File: config.mk
export PLATFORM = sky130hd
export DESIGN_NAME = decode_stage
export DESIGN_NICKNAME = d
export VERILOG_FILES = /design/src/common/decode_pkg.sv /design/src/decode/instr_classifier.sv /design/src/decode/imm_builder.sv /design/src/decode/operand_select.sv /design/src/logic/stage_register.sv /design/src/decode/decode_stage.sv
export SDC_FILE = /design/constraint.sdc
export NUM_CORES = 1
export LEC_CHECK = 0
export BUFFER_PORTS_ARGS = -buffer_cell sky130_fd_sc_hd__buf_2
export CORE_MARGIN = 2
export CORE_UTILIZATION = 48
export DETAILED_ROUTE_END_ITERATION = 8
export PLACE_DENSITY = 0.88
export SYNTH_ARGS = -nofsm -noshare
export SYNTH_HDL_FRONTEND = slang
export SYNTH_SLANG_ARGS = --single-unit
File: constraint.sdc
create_clock -name g_clk -period 4.1 [get_ports g_clk]
set_input_delay 0.205 -clock g_clk [delete_from_list [all_inputs] [get_ports g_clk]]
set_output_delay 0.205 -clock g_clk [all_outputs]
set_load 0.05 [all_outputs]
File: src/common/decode_pkg.sv
package decode_pkg;

    localparam int XLEN       = 32;    // Data path width
    localparam int REG_ADDR_W = 5;

    typedef logic [XLEN-1:0]       word_t;
    typedef logic [REG_ADDR_W-1:0] reg_addr_t;

    localparam reg_addr_t REG_ZERO = 5'd0;    // x0, no writeback

    // One-hot functional unit select
    typedef enum logic [2:0] {
        FU_NONE = 3'b000,
        FU_ALU  = 3'b001,
        FU_CFU  = 3'b010,
        FU_LSU  = 3'b100
    } fu_e;

    typedef enum logic [4:0] {
        UOP_NONE = 5'd0,
        ALU_ADD  = 5'd1,
        ALU_SUB  = 5'd2,
        ALU_AND  = 5'd3,
        ALU_OR   = 5'd4,
        ALU_XOR  = 5'd5,
        ALU_SLT  = 5'd6,
        ALU_SLTU = 5'd7,
        ALU_SLL  = 5'd8,
        ALU_SRL  = 5'd9,
        ALU_SRA  = 5'd10,
        CFU_BEQ  = 5'd11,
        CFU_BNE  = 5'd12,
        CFU_BLT  = 5'd13,
        CFU_BGE  = 5'd14,
        CFU_BLTU = 5'd15,
        CFU_BGEU = 5'd16,
        CFU_JALI = 5'd17,
        CFU_JALR = 5'd18
    } uop_e;

    // LSU micro-ops are assembled from these fields
    localparam int         LSU_LOAD   = 4;
    localparam int         LSU_STORE  = 3;
    localparam int         LSU_SIGNED = 0;
    localparam logic [1:0] LSU_BYTE   = 2'b01;
    localparam logic [1:0] LSU_HALF   = 2'b10;
    localparam logic [1:0] LSU_WORD   = 2'b11;

    typedef enum logic [2:0] {
        IMM_NONE,
        IMM_I,
        IMM_S,
        IMM_B,
        IMM_U,
        IMM_J,
        IMM_SHAMT
    } imm_fmt_e;

    typedef enum logic [4:0] {
        TRAP_NONE    = 5'd0,
        TRAP_IACCESS = 5'd1,
        TRAP_IOPCODE = 5'd2
    } trap_cause_e;

endpackage

File: src/decode/instr_classifier.sv
`timescale 1ns/1ps

module instr_classifier (
    input  decode_pkg::word_t     i_instr,
    input  logic                  i_fetch_error,
    output decode_pkg::reg_addr_t o_rs1_addr,
    output decode_pkg::reg_addr_t o_rs2_addr,
    output decode_pkg::reg_addr_t o_rd,
    output decode_pkg::fu_e       o_fu,
    output decode_pkg::uop_e      o_uop,
    output decode_pkg::imm_fmt_e  o_imm_fmt,
    output logic                  o_trap,
    output logic                  o_opra_rs1,
    output logic                  o_opra_pcim,
    output logic                  o_oprb_rs2,
    output logic                  o_oprb_imm,
    output logic                  o_oprc_rs2,
    output logic                  o_oprc_pcim
);
    import decode_pkg::*;

    // Major opcodes, low two bits included
    typedef enum logic [6:0] {
        OPC_LOAD   = 7'b0000011,
        OPC_OPIMM  = 7'b0010011,
        OPC_AUIPC  = 7'b0010111,
        OPC_STORE  = 7'b0100011,
        OPC_OP     = 7'b0110011,
        OPC_LUI    = 7'b0110111,
        OPC_BRANCH = 7'b1100011,
        OPC_JALR   = 7'b1100111,
        OPC_JAL    = 7'b1101111
    } opcode_e;

    logic [2:0]  funct3;
    logic [6:0]  funct7;
    logic        is_op;
    logic        is_opimm;
    logic        is_lui;
    logic        is_auipc;
    logic        is_load;
    logic        is_store;
    logic        is_branch;
    logic        is_jal;
    logic        is_jalr;
    logic        shift_op;
    logic        f7_zero;
    logic        f7_alt;
    logic        legal;
    logic        trap;
    trap_cause_e cause;
    uop_e        alu_uop;
    uop_e        br_uop;
    logic [1:0]  lsu_width;
    logic [4:0]  lsu_bits;

    assign funct3    = i_instr[14:12];
    assign funct7    = i_instr[31:25];
    assign is_op     = (i_instr[6:0] == OPC_OP);
    assign is_opimm  = (i_instr[6:0] == OPC_OPIMM);
    assign is_lui    = (i_instr[6:0] == OPC_LUI);
    assign is_auipc  = (i_instr[6:0] == OPC_AUIPC);
    assign is_load   = (i_instr[6:0] == OPC_LOAD);
    assign is_store  = (i_instr[6:0] == OPC_STORE);
    assign is_branch = (i_instr[6:0] == OPC_BRANCH);
    assign is_jal    = (i_instr[6:0] == OPC_JAL);
    assign is_jalr   = (i_instr[6:0] == OPC_JALR);

    assign shift_op = (funct3[1:0] == 2'b01);    // SLL, SRL, SRA
    assign f7_zero  = (funct7 == 7'b0000000);
    assign f7_alt   = (funct7 == 7'b0100000);    // SUB and SRA

    // -------------------------------------------------------------------------
    // Legal encodings and trap

    assign legal =
        (is_op     && (f7_zero || (f7_alt && (funct3 == 3'b000 || funct3 == 3'b101)))) ||
        (is_opimm  && (!shift_op || f7_zero || (f7_alt && funct3[2]))) ||
        (is_load   && funct3[1:0] != 2'b11 && funct3 != 3'b110) ||
        (is_store  && !funct3[2] && funct3[1:0] != 2'b11) ||
        (is_branch && funct3[2:1] != 2'b01) ||
        (is_jalr   && funct3 == 3'b000) ||
        is_lui || is_auipc || is_jal;

    assign trap   = i_fetch_error || !legal;
    assign cause  = legal ? TRAP_IACCESS : TRAP_IOPCODE;
    assign o_trap = trap;

    // -------------------------------------------------------------------------
    // Micro-op selection

    always_comb begin
        case (funct3)
            3'b000:  alu_uop = (is_op && funct7[5]) ? ALU_SUB : ALU_ADD;
            3'b001:  alu_uop = ALU_SLL;
            3'b010:  alu_uop = ALU_SLT;
            3'b011:  alu_uop = ALU_SLTU;
            3'b100:  alu_uop = ALU_XOR;
            3'b101:  alu_uop = funct7[5] ? ALU_SRA : ALU_SRL;
            3'b110:  alu_uop = ALU_OR;
            default: alu_uop = ALU_AND;
        endcase
        case (funct3)
            3'b000:  br_uop = CFU_BEQ;
            3'b001:  br_uop = CFU_BNE;
            3'b100:  br_uop = CFU_BLT;
            3'b101:  br_uop = CFU_BGE;
            3'b110:  br_uop = CFU_BLTU;
            default: br_uop = CFU_BGEU;
        endcase
        case (funct3[1:0])
            2'b00:   lsu_width = LSU_BYTE;
            2'b01:   lsu_width = LSU_HALF;
            default: lsu_width = LSU_WORD;
        endcase
    end

    assign lsu_bits[LSU_LOAD]   = is_load;
    assign lsu_bits[LSU_STORE]  = is_store;
    assign lsu_bits[2:1]        = lsu_width;
    assign lsu_bits[LSU_SIGNED] = is_load && !funct3[2];    // LB and LH

    always_comb begin
        o_fu      = FU_NONE;
        o_uop     = UOP_NONE;
        o_imm_fmt = IMM_NONE;
        if (trap) begin
            o_fu = FU_NONE;    // Trap slot carries no unit
        end else if (is_op || is_opimm) begin
            o_fu      = FU_ALU;
            o_uop     = alu_uop;
            o_imm_fmt = is_op ? IMM_NONE : (shift_op ? IMM_SHAMT : IMM_I);
        end else if (is_lui || is_auipc) begin
            o_fu      = FU_ALU;
            o_uop     = is_lui ? ALU_OR : ALU_ADD;    // LUI ORs the immediate into zero
            o_imm_fmt = IMM_U;
        end else if (is_load || is_store) begin
            o_fu      = FU_LSU;
            o_uop     = uop_e'(lsu_bits);
            o_imm_fmt = is_store ? IMM_S : IMM_I;
        end else if (is_branch) begin
            o_fu      = FU_CFU;
            o_uop     = br_uop;
            o_imm_fmt = IMM_B;
        end else begin
            o_fu      = FU_CFU;
            o_uop     = is_jal ? CFU_JALI : CFU_JALR;
            o_imm_fmt = is_jal ? IMM_J : IMM_I;
        end
    end

    // -------------------------------------------------------------------------
    // Register addresses and operand sources

    assign o_rs1_addr = i_instr[19:15];
    assign o_rs2_addr = i_instr[24:20];

    assign o_rd = trap                    ? reg_addr_t'(cause) :
                  (is_store || is_branch) ? REG_ZERO :
                                            i_instr[11:7];

    assign o_opra_rs1  = !trap && (is_op || is_opimm || is_load || is_store ||
                                   is_branch || is_jalr);
    assign o_opra_pcim = !trap && is_auipc;
    assign o_oprb_rs2  = !trap && (is_op || is_branch);
    assign o_oprb_imm  = !trap && (is_opimm || is_lui || is_load || is_store || is_jalr);
    assign o_oprc_rs2  = !trap && is_store;           // Store data
    assign o_oprc_pcim = !trap && (is_branch || is_jal);    // Branch or jump target

endmodule

File: src/decode/imm_builder.sv
`timescale 1ns/1ps

module imm_builder (
    input  decode_pkg::word_t    i_instr,
    input  decode_pkg::imm_fmt_e i_imm_fmt,
    output decode_pkg::word_t    o_imm,
    output decode_pkg::word_t    o_pc_imm
);
    import decode_pkg::*;

    word_t imm_i;
    word_t imm_s;
    word_t imm_b;
    word_t imm_u;
    word_t imm_j;
    word_t imm_shamt;
    logic  pc_rel;

    assign imm_i = {{20{i_instr[31]}}, i_instr[31:20]};
    assign imm_s = {{20{i_instr[31]}}, i_instr[31:25], i_instr[11:7]};
    assign imm_b = {{20{i_instr[31]}}, i_instr[7], i_instr[30:25], i_instr[11:8], 1'b0};
    assign imm_u = {i_instr[31:12], 12'b0};
    assign imm_j = {{12{i_instr[31]}}, i_instr[19:12], i_instr[20], i_instr[30:21], 1'b0};

    assign imm_shamt = {{(XLEN-5){1'b0}}, i_instr[24:20]};    // Shift amount only

    always_comb begin
        case (i_imm_fmt)
            IMM_I:     o_imm = imm_i;
            IMM_S:     o_imm = imm_s;
            IMM_B:     o_imm = imm_b;
            IMM_U:     o_imm = imm_u;
            IMM_J:     o_imm = imm_j;
            IMM_SHAMT: o_imm = imm_shamt;
            default:   o_imm = '0;
        endcase
    end

    // Only these formats feed the PC adder
    assign pc_rel   = (i_imm_fmt == IMM_B) || (i_imm_fmt == IMM_J) || (i_imm_fmt == IMM_U);
    assign o_pc_imm = pc_rel ? o_imm : '0;

endmodule

File: src/decode/operand_select.sv
`timescale 1ns/1ps

module operand_select #(
    parameter decode_pkg::word_t PC_RESET_VALUE = 32'h8000_0000
) (
    input  logic              g_clk,
    input  logic              g_resetn,
    input  logic              i_accept,
    input  logic              i_cf_req,
    input  logic              i_cf_ack,
    input  decode_pkg::word_t i_cf_target,
    input  decode_pkg::word_t i_rs1_rdata,
    input  decode_pkg::word_t i_rs2_rdata,
    input  decode_pkg::word_t i_imm,
    input  decode_pkg::word_t i_pc_imm,
    input  logic              i_opra_rs1,
    input  logic              i_opra_pcim,
    input  logic              i_oprb_rs2,
    input  logic              i_oprb_imm,
    input  logic              i_oprc_rs2,
    input  logic              i_oprc_pcim,
    output decode_pkg::word_t o_opr_a,
    output decode_pkg::word_t o_opr_b,
    output decode_pkg::word_t o_opr_c,
    output logic              o_ld_a,
    output logic              o_ld_b,
    output logic              o_ld_c
);
    import decode_pkg::*;

    word_t pc_q;           // Address of the word now in decode
    word_t pc_plus_imm;
    logic  opra_zero;
    logic  oprb_zero;

    // -------------------------------------------------------------------------
    // Program counter

    always_ff @(posedge g_clk) begin
        if (!g_resetn) begin
            pc_q <= PC_RESET_VALUE;
        end else if (i_cf_req && i_cf_ack) begin
            pc_q <= i_cf_target;           // Redirect wins over advance
        end else if (i_accept) begin
            pc_q <= pc_q + word_t'(4);
        end
    end

    assign pc_plus_imm = pc_q + i_pc_imm;

    // -------------------------------------------------------------------------
    // Operand multiplexing

    // LUI is the only word with an immediate B and no A source
    assign opra_zero = !(i_opra_rs1 || i_opra_pcim) && i_oprb_imm;

    // AUIPC and JAL use PC+imm with nothing in B
    assign oprb_zero = !(i_oprb_rs2 || i_oprb_imm) && (i_opra_pcim || i_oprc_pcim);

    assign o_opr_a = {XLEN{i_opra_rs1}}  & i_rs1_rdata |
                     {XLEN{i_opra_pcim}} & pc_plus_imm;

    assign o_opr_b = {XLEN{i_oprb_rs2}}  & i_rs2_rdata |
                     {XLEN{i_oprb_imm}}  & i_imm;

    assign o_opr_c = {XLEN{i_oprc_rs2}}  & i_rs2_rdata |
                     {XLEN{i_oprc_pcim}} & pc_plus_imm;

    assign o_ld_a = i_opra_rs1 || i_opra_pcim || opra_zero;
    assign o_ld_b = i_oprb_rs2 || i_oprb_imm  || oprb_zero;
    assign o_ld_c = i_oprc_rs2 || i_oprc_pcim;

endmodule

File: src/logic/stage_register.sv
`timescale 1ns/1ps

module stage_register (
    input  logic                  g_clk,
    input  logic                  g_resetn,
    input  logic                  i_valid,
    input  logic                  i_flush,
    input  logic                  i_busy,
    input  logic                  i_ld_a,
    input  logic                  i_ld_b,
    input  logic                  i_ld_c,
    input  decode_pkg::reg_addr_t i_rd,
    input  decode_pkg::fu_e       i_fu,
    input  decode_pkg::uop_e      i_uop,
    input  logic                  i_trap,
    input  decode_pkg::word_t     i_instr,
    input  decode_pkg::word_t     i_opr_a,
    input  decode_pkg::word_t     i_opr_b,
    input  decode_pkg::word_t     i_opr_c,
    output logic                  o_valid,
    output logic                  o_busy,
    output logic                  o_accept,
    output decode_pkg::reg_addr_t o_rd,
    output decode_pkg::fu_e       o_fu,
    output decode_pkg::uop_e      o_uop,
    output logic                  o_trap,
    output decode_pkg::word_t     o_instr,
    output decode_pkg::word_t     o_opr_a,
    output decode_pkg::word_t     o_opr_b,
    output decode_pkg::word_t     o_opr_c
);
    import decode_pkg::*;

    logic [2:0] ld_en;
    word_t      opr_d [3];
    word_t      opr_q [3];

    assign o_busy   = o_valid && i_busy;              // No skid buffer
    assign o_accept = i_valid && !o_busy && !i_flush;

    always_ff @(posedge g_clk) begin
        if (!g_resetn || i_flush) begin
            o_valid <= 1'b0;
            o_fu    <= FU_NONE;
            o_uop   <= UOP_NONE;
            o_trap  <= 1'b0;
        end else if (o_accept) begin
            o_valid <= 1'b1;
            o_fu    <= i_fu;
            o_uop   <= i_uop;
            o_trap  <= i_trap;
        end else if (!i_busy) begin
            o_valid <= 1'b0;                          // Consumed, nothing new
        end
    end

    always_ff @(posedge g_clk) begin
        if (o_accept) begin
            o_rd    <= i_rd;
            o_instr <= i_instr;
        end
    end

    // -------------------------------------------------------------------------
    // Operand registers, each with its own load enable

    assign ld_en    = {i_ld_c, i_ld_b, i_ld_a};
    assign opr_d[0] = i_opr_a;
    assign opr_d[1] = i_opr_b;
    assign opr_d[2] = i_opr_c;

    always_ff @(posedge g_clk) begin
        for (int i = 0; i < 3; i++) begin
            if (i_flush) begin
                opr_q[i] <= '0;
            end else if (o_accept && ld_en[i]) begin
                opr_q[i] <= opr_d[i];
            end
        end
    end

    assign o_opr_a = opr_q[0];
    assign o_opr_b = opr_q[1];
    assign o_opr_c = opr_q[2];

endmodule

File: src/decode/decode_stage.sv
`timescale 1ns/1ps

module decode_stage #(
    parameter decode_pkg::word_t PC_RESET_VALUE = 32'h8000_0000
) (
    input  logic                  g_clk,
    input  logic                  g_resetn,
    input  logic                  i_s1_valid,
    input  decode_pkg::word_t     i_s1_data,
    input  logic                  i_s1_error,
    input  logic                  i_flush,
    input  decode_pkg::word_t     i_rs1_rdata,
    input  decode_pkg::word_t     i_rs2_rdata,
    input  logic                  i_cf_req,
    input  decode_pkg::word_t     i_cf_target,
    input  logic                  i_cf_ack,
    input  logic                  i_s2_busy,
    output logic                  o_s1_busy,
    output decode_pkg::reg_addr_t o_rs1_addr,
    output decode_pkg::reg_addr_t o_rs2_addr,
    output logic                  o_s2_valid,
    output decode_pkg::reg_addr_t o_s2_rd,
    output decode_pkg::fu_e       o_s2_fu,
    output decode_pkg::uop_e      o_s2_uop,
    output logic                  o_s2_trap,
    output decode_pkg::word_t     o_s2_opr_a,
    output decode_pkg::word_t     o_s2_opr_b,
    output decode_pkg::word_t     o_s2_opr_c,
    output decode_pkg::word_t     o_s2_instr
);
    import decode_pkg::*;

    reg_addr_t dec_rd;
    fu_e       dec_fu;
    uop_e      dec_uop;
    imm_fmt_e  dec_imm_fmt;
    logic      dec_trap;
    logic      opra_rs1;
    logic      opra_pcim;
    logic      oprb_rs2;
    logic      oprb_imm;
    logic      oprc_rs2;
    logic      oprc_pcim;
    word_t     imm;
    word_t     pc_imm;
    word_t     opr_a;
    word_t     opr_b;
    word_t     opr_c;
    logic      ld_a;
    logic      ld_b;
    logic      ld_c;
    logic      accept;      // Word taken this edge

    // -------------------------------------------------------------------------
    // Field classification

    instr_classifier u_classifier (
        .i_instr       (i_s1_data),
        .i_fetch_error (i_s1_error),
        .o_rs1_addr    (o_rs1_addr),
        .o_rs2_addr    (o_rs2_addr),
        .o_rd          (dec_rd),
        .o_fu          (dec_fu),
        .o_uop         (dec_uop),
        .o_imm_fmt     (dec_imm_fmt),
        .o_trap        (dec_trap),
        .o_opra_rs1    (opra_rs1),
        .o_opra_pcim   (opra_pcim),
        .o_oprb_rs2    (oprb_rs2),
        .o_oprb_imm    (oprb_imm),
        .o_oprc_rs2    (oprc_rs2),
        .o_oprc_pcim   (oprc_pcim)
    );

    // -------------------------------------------------------------------------
    // Immediate, PC and operands

    imm_builder u_imm_builder (
        .i_instr   (i_s1_data),
        .i_imm_fmt (dec_imm_fmt),
        .o_imm     (imm),
        .o_pc_imm  (pc_imm)
    );

    operand_select #(
        .PC_RESET_VALUE (PC_RESET_VALUE)
    ) u_operand_select (
        .g_clk       (g_clk),
        .g_resetn    (g_resetn),
        .i_accept    (accept),
        .i_cf_req    (i_cf_req),
        .i_cf_ack    (i_cf_ack),
        .i_cf_target (i_cf_target),
        .i_rs1_rdata (i_rs1_rdata),
        .i_rs2_rdata (i_rs2_rdata),
        .i_imm       (imm),
        .i_pc_imm    (pc_imm),
        .i_opra_rs1  (opra_rs1),
        .i_opra_pcim (opra_pcim),
        .i_oprb_rs2  (oprb_rs2),
        .i_oprb_imm  (oprb_imm),
        .i_oprc_rs2  (oprc_rs2),
        .i_oprc_pcim (oprc_pcim),
        .o_opr_a     (opr_a),
        .o_opr_b     (opr_b),
        .o_opr_c     (opr_c),
        .o_ld_a      (ld_a),
        .o_ld_b      (ld_b),
        .o_ld_c      (ld_c)
    );

    // -------------------------------------------------------------------------
    // Stage register towards execute

    stage_register u_stage_register (
        .g_clk    (g_clk),
        .g_resetn (g_resetn),
        .i_valid  (i_s1_valid),
        .i_flush  (i_flush),
        .i_busy   (i_s2_busy),
        .i_ld_a   (ld_a),
        .i_ld_b   (ld_b),
        .i_ld_c   (ld_c),
        .i_rd     (dec_rd),
        .i_fu     (dec_fu),
        .i_uop    (dec_uop),
        .i_trap   (dec_trap),
        .i_instr  (i_s1_data),
        .i_opr_a  (opr_a),
        .i_opr_b  (opr_b),
        .i_opr_c  (opr_c),
        .o_valid  (o_s2_valid),
        .o_busy   (o_s1_busy),
        .o_accept (accept),
        .o_rd     (o_s2_rd),
        .o_fu     (o_s2_fu),
        .o_uop    (o_s2_uop),
        .o_trap   (o_s2_trap),
        .o_instr  (o_s2_instr),
        .o_opr_a  (o_s2_opr_a),
        .o_opr_b  (o_s2_opr_b),
        .o_opr_c  (o_s2_opr_c)
    );

endmodule

# Yosys cells after proc, flatten, opt, wreduce, memory -nomap -nowiden
# Memory sizes are Yosys's and may differ from the RTL's.
# Cells that the tools add are included.
# totals
reg_bits	79
ramBits	96
out_inout_bits	154
word_cells	173
mem_count	1
# mem_list
name	words	width	read_ports	rd_clocked_by_memory_dff	wr	line_no	source
u_stage_register.opr_q	3	32	3	0	3	stage_register.sv:36	word_t opr_q [3];
# classes
n_addsub	2
n_eq_ne	27
muxes	48
n_bitwise	12
reduce_logical	76
# ops
operator	n
AND 32 bit	6
two-way mux 32 bit	6
case mux 32 bit (6 select lines)	1
bitwise OR 32 bit	3
two-way mux 3 bit	13
logical OR 1 bit	36
two-way mux 5 bit	7
case mux 5 bit (7 select lines)	1
adder 32 x 3 -> 32 bit, second input constant	1
adder 32 bit	1
== test 7 x 6 -> 1 bit, second input constant	4
logical AND 1 bit	27
case mux 5 bit (5 select lines)	1
== test 7 bit, second input constant	3
== test 3 bit, second input constant	6
== test 7 x 5 -> 1 bit, second input constant	2
two-way mux 1 bit	13
== test 3 x 2 -> 1 bit, second input constant	4
two-way mux 2 bit	5
logical NOT 1 bit	9
== test 7 x 2 -> 1 bit, second input constant	1
logical NOT 7 bit	1
== test 3 x 1 -> 1 bit, second input constant	2
!= test 2 x 1 -> 1 bit, second input constant	2
8 further kinds	10

# Depth between registers and ports, before layout
# depth
depth_word	26
mapped_depth	22
depth_no_buf	19

# By module
# Synthesis repeated with hierarchy kept, for this count alone.
# unflattened
hier_cells	1165
area_unflattened_um2	11561.1
# modules_own_cells
mod	n_inst	cells_each	area_each_um2
stage_register	1	292	5159.9
operand_select	1	600	4420.5
imm_builder	1	153	1187.4
instr_classifier	1	120	793.3

# Worst setup path after synthesis
# OpenSTA, ideal clock, no wires.
# synth_path
kind	input -> register
startpoint	input port i_s1_data[6]
endpoint	memory u_stage_register.opr_q[0][30] (netlist bit) (data pin)
setup_ps	256
arrival_time_ps	4289
slack_ps	-445
path_stages	20
cell_sequence	buf_6 -> or3b_4 -> nor2_8 -> a221o_1 -> a21oi_2 -> or2_4 -> buf_2 -> nor2_1 -> a21o_1 -> nor2b_1 -> ha_1 -> a21o_1 -> a21o_1 -> a221o_1 -> o41ai_1 -> o21ai_1 -> a21boi_0 -> o31ai_1 -> xor2_1 -> a22o_1
# synth_rtl
item	line_no	source
start: declaration	decode_stage.sv:9	input decode_pkg::word_t i_s1_data,
end: declaration	stage_register.sv:36	

==> results by group <==
Outcome
  • Status: finished, final reports clean

Setup path
  • Critical Path Max Stage Delay: 430 ps
  • Reg2reg start: u_operand_select.pc_q[2]
  • Crit. End Element: register
  • Crit path cell chain: buf_2 > or3b_4 > nor2_8 > a41o_1 > a21oi_2 > or2_4 > buf_4 > nor2_1 > nor2b_1 > fa_2 > a211oi_2 > o21ba_2 > o21ai_0 > a22oi_2 > buf_4 > o21ba_2 > o21ai_0 > xor2_1 > a22o_1
  • Critical Path Fanout Max: 6
  • Critical path launch point type: input pin
  • Worst Path Buf+Inv: 3
  • CP arrival: 4220 ps
  • R2R Setup Slk: 1130 ps
  • Reg2reg path depth: 10
  • CP startpoint: i_s1_data[2]
  • Family with the most delay on the worst path: compound AO/OA/AOI/OAI gates
  • Worst r2r dst: u_stage_register.opr_q[2][21]
  • Crit path kind: input pin to register
  • Req. time, crit path: ~4300 ps
  • Slowest cell on the critical path: or3b_4

Clock network
  • CTS max path bufs: 2
  • Clock Sinks: 175
  • CTS tree: built
  • Cell at the root of the clock tree: clkbuf_16
  • CTS clock-pin slew for the worst setup and hold paths: 80 ps
  • Worst skew pair latency: 440 ps
  • Htree depth: 4
  • Total CTS buffers: 17

Finish
  • Most frequent cells in the layout: buf_2, buf_4, nor2_1
  • Finished Cell Area: about 14000 sq um
  • Share of layout cells above drive strength 1: 0.385
  • Nets@finish: between 1.5k and 2k
  • Syn-to-layout area delta: 37.2%
  • Most common cell after layout, fill and taps aside: buf_2
  • Finished Core Util: 0.671
  • Fillers: 1533
  • Layout Cells excl Fill: 1700

Synth
  • Ranking of synthesized cells by area: edfxtp_1, dfxtp_1, nor2_1, a22oi_1, ha_1
  • Yosys top cell area share: 0.404
  • Area leader, netlist: edfxtp_1
  • Cell variety after synth: 71
  • Syn avg cell area: 9.99 sq um
  • Synth Cell Area: 9890 sq um
  • Yosys Warn Count: 0
  • Synth Net Count: 1159
  • Ys async rst share: 0
  • FF+latch count, synth: 175
  • Post-synth EDFFs: 133
  • Ys flop type: edfxtp_1
  • Syn Inst Count: 990
  • Register area share after synthesis: 0.489

STA
  • RSZ-0062 raised after global routing: yes
  • Final period utilization: 0.980
  • Max Slew Vio Count: 0
  • Final hold violation count: 0
  • Min cycle time layout: 4020 ps
  • Fmax: 249 MHz
  • Headroom to the max-slew limit: 0.402
  • Fin worst setup slack: 80.2 ps
  • Slew of the pin with the lowest slew margin: 892 ps
  • Number of setup violations in the final report: 0
  • Worst hold margin: ~18 ps
  • Worst Skew: 10.8 ps

Global routing
  • GRT Util Overall: 0.325
  • Initial antenna violation count: 1
  • Number of global-route vias before repair: approximately 9.5k
  • Grt total ovfl: 0
  • Largest net degree at the start of global routing: between 40 and 50
  • Wire length of the first global-routing pass: 53500 um

Power and ir drop
  • Switch share: 0.307
  • P_int: 0.00303 W
  • PwrDens: 322 nW/um^2
  • Combinational share of power: 0.165
  • Clock share of power: 0.372
  • Leakage power: 5.83 nW
  • Worst IR drop on VDD: roughly 0.28 mV
  • Reg power frac: 0.463
  • Net switching component of the power: 0.00134 W

Min path
  • Hold_sp: i_s1_data[7]
  • Hold path cells: 1
  • Worst min path class: input pin to register
  • Worst-case hold path end point: u_stage_register.o_instr[7]

Placement
  • IO Port Bufs: 289
  • Pre-CTS WS: -389 ps
  • RePlAce Congestion: 0.960
  • Placed cell count: 1648
  • Dpl cell area: 12700 sq um
  • HPWL Detailed: 27500 um

Detailed routing
  • WL per Instance: 21.3 um
  • DRT antenna net count: 0
  • Vias/cell: between 5 and 6
  • Vias: 10.0k
  • Pre-Repair DR Iteration Count: 5
  • Initial DRC count: 979
  • DRC: 0
  • Detailed-route wire length: about 36000 um

Floorplan
  • Ports: 290
  • Die Height: 148 um
  • CORE AREA: 20200 sq um
  • Die ar.: 21800 sq um
  • Initial Util: 0.489
  • Row count: 52
  • Die width: roughly 150 um

Flow run
  • Number of max-cap violations: 0
-- sequential cells by signal, summed over array words and instances, names as in the netlist --
name	cells
u_stage_register.o_instr	32
u_stage_register.o_rd	5
u_stage_register.o_trap	1
u_operand_select.pc_q	32
u_stage_register.opr_q	96
u_stage_register.o_valid	1
u_stage_register.o_uop	5
u_stage_register.o_fu	3
-- kinds of logic (layout without fill, tap and decap cells) --
kind of cell | Yosys count | after routing | share of synthesized area
adders and majority gates | 33 | 33 | 0.0425
AOI/OAI and AO/OA | 301 | 301 | 0.210
DFF | 175 | 175 | 0.489
buffers and inverters | 79 | 518 | 0.0388
and+or+nand+nor | 347 | 347 | 0.172
other | 1 | 2 | 0.000379
xor gates and xnor gates | 54 | 54 | 0.0478
-- final cells by class --
class                           count  area (sq um)  area share
Inverter                           15          56.3     0.00415
Timing Repair Buffer              471          2860       0.210
Clock buffer                       17           425      0.0313
Multi-Input combinational cell    736          4890       0.361
Tap cell                          270           338      0.0249
Antenna cell                        1          2.50    0.000184
Sequential cell                   175          4830       0.356
Clock inverter                     15           166      0.0123
-- power groups by stage --
stage	Clock [W]	Combinational (W)	Sequential, W
after floorplan	0	0.000233	0.00222
after global placement	0	0.000684	0.00206
after detailed placement	0	0.000689	0.00206
after CTS	0.00163	0.000702	0.00202
after global routing	0.00169	0.000755	0.00203
final	0.00163	0.000720	0.00202
-- cell usage after synthesis (3+ instances only) --
cell	number
nor2_1	150
edfxtp_1	133
a22oi_1	71
a21oi_1	55
o21ai_0	48
nand2_1	45
dfxtp_1	42
nand3_1	33
ha_1	32
clkbuf_1	31
xnor2_1	27
xor2_1	27
nor3_1	22
a21o_1	20
a22o_1	20
nor2b_1	18
a211oi_1	16
buf_4	15
and2_1	14
inv_1	14
buf_2	13
nand2b_1	13
a21oi_2	11
o21ai_1	11
nand4_1	9
and3_1	8
o21a_1	7
and4_1	6
or3_1	6
a311oi_1	5
nor4_1	4
a31oi_1	3
buf_1	3
nor3_2	3
o21bai_1	3
o41ai_1	3
or2_2	3
-- stage by stage --
step                      power (W)  setup TNS (ps)
after floorplan             0.00245            -127
after detailed placement    0.00275           -6120
after global placement      0.00274           -3720
after global routing        0.00448            -594
final                       0.00437               0
after CTS                   0.00436               0
-- what timing repair did --
item | 4_1_cts | 5_1_grt
endpoints found under the setup margin | 0 | 27
hold buffers | 12 | 0
endpoints found under the hold margin | 12 | 0
resized for setup | 0 | 18
setup buffers | 0 | 7
-- worst max path at each step --
stage / end / depth (start not counted) / slack [ps]
floorplan: u_stage_register.opr_q[0][30] / 20 / -60
global placement: u_stage_register.opr_q[2][31] / 20 / -220
detailed placement: u_stage_register.opr_q[2][31] / 20 / -390
CTS: u_stage_register.opr_q[2][31] / 20 / 40
global route: u_stage_register.opr_q[0][24] / 20 / -120
finish: u_stage_register.opr_q[0][20] / 19 / 80
-- layer usage --
layer,GRT usage,vias to the layer above,wire (um)
met5,0,-,0
met4,0.157,0,1660
met3,0.0639,128,3760
met2,0.505,659,16400
li1,-,4548,-
met1,0.437,4677,14400
-- worst register-to-register path, cell delays in order, from the launching register on --
cell and delay [ps]:
dfxtp_1 400, ha_1 300, a211oi_1 280, o21ai_1 170
and2_1 210, a2111oi_4 350, nor3_1 110, o21ai_1 160
a21oi_1 100, or3_1 380, a32o_1 290
No activity file was read; power rests on OpenSTA's default activity.
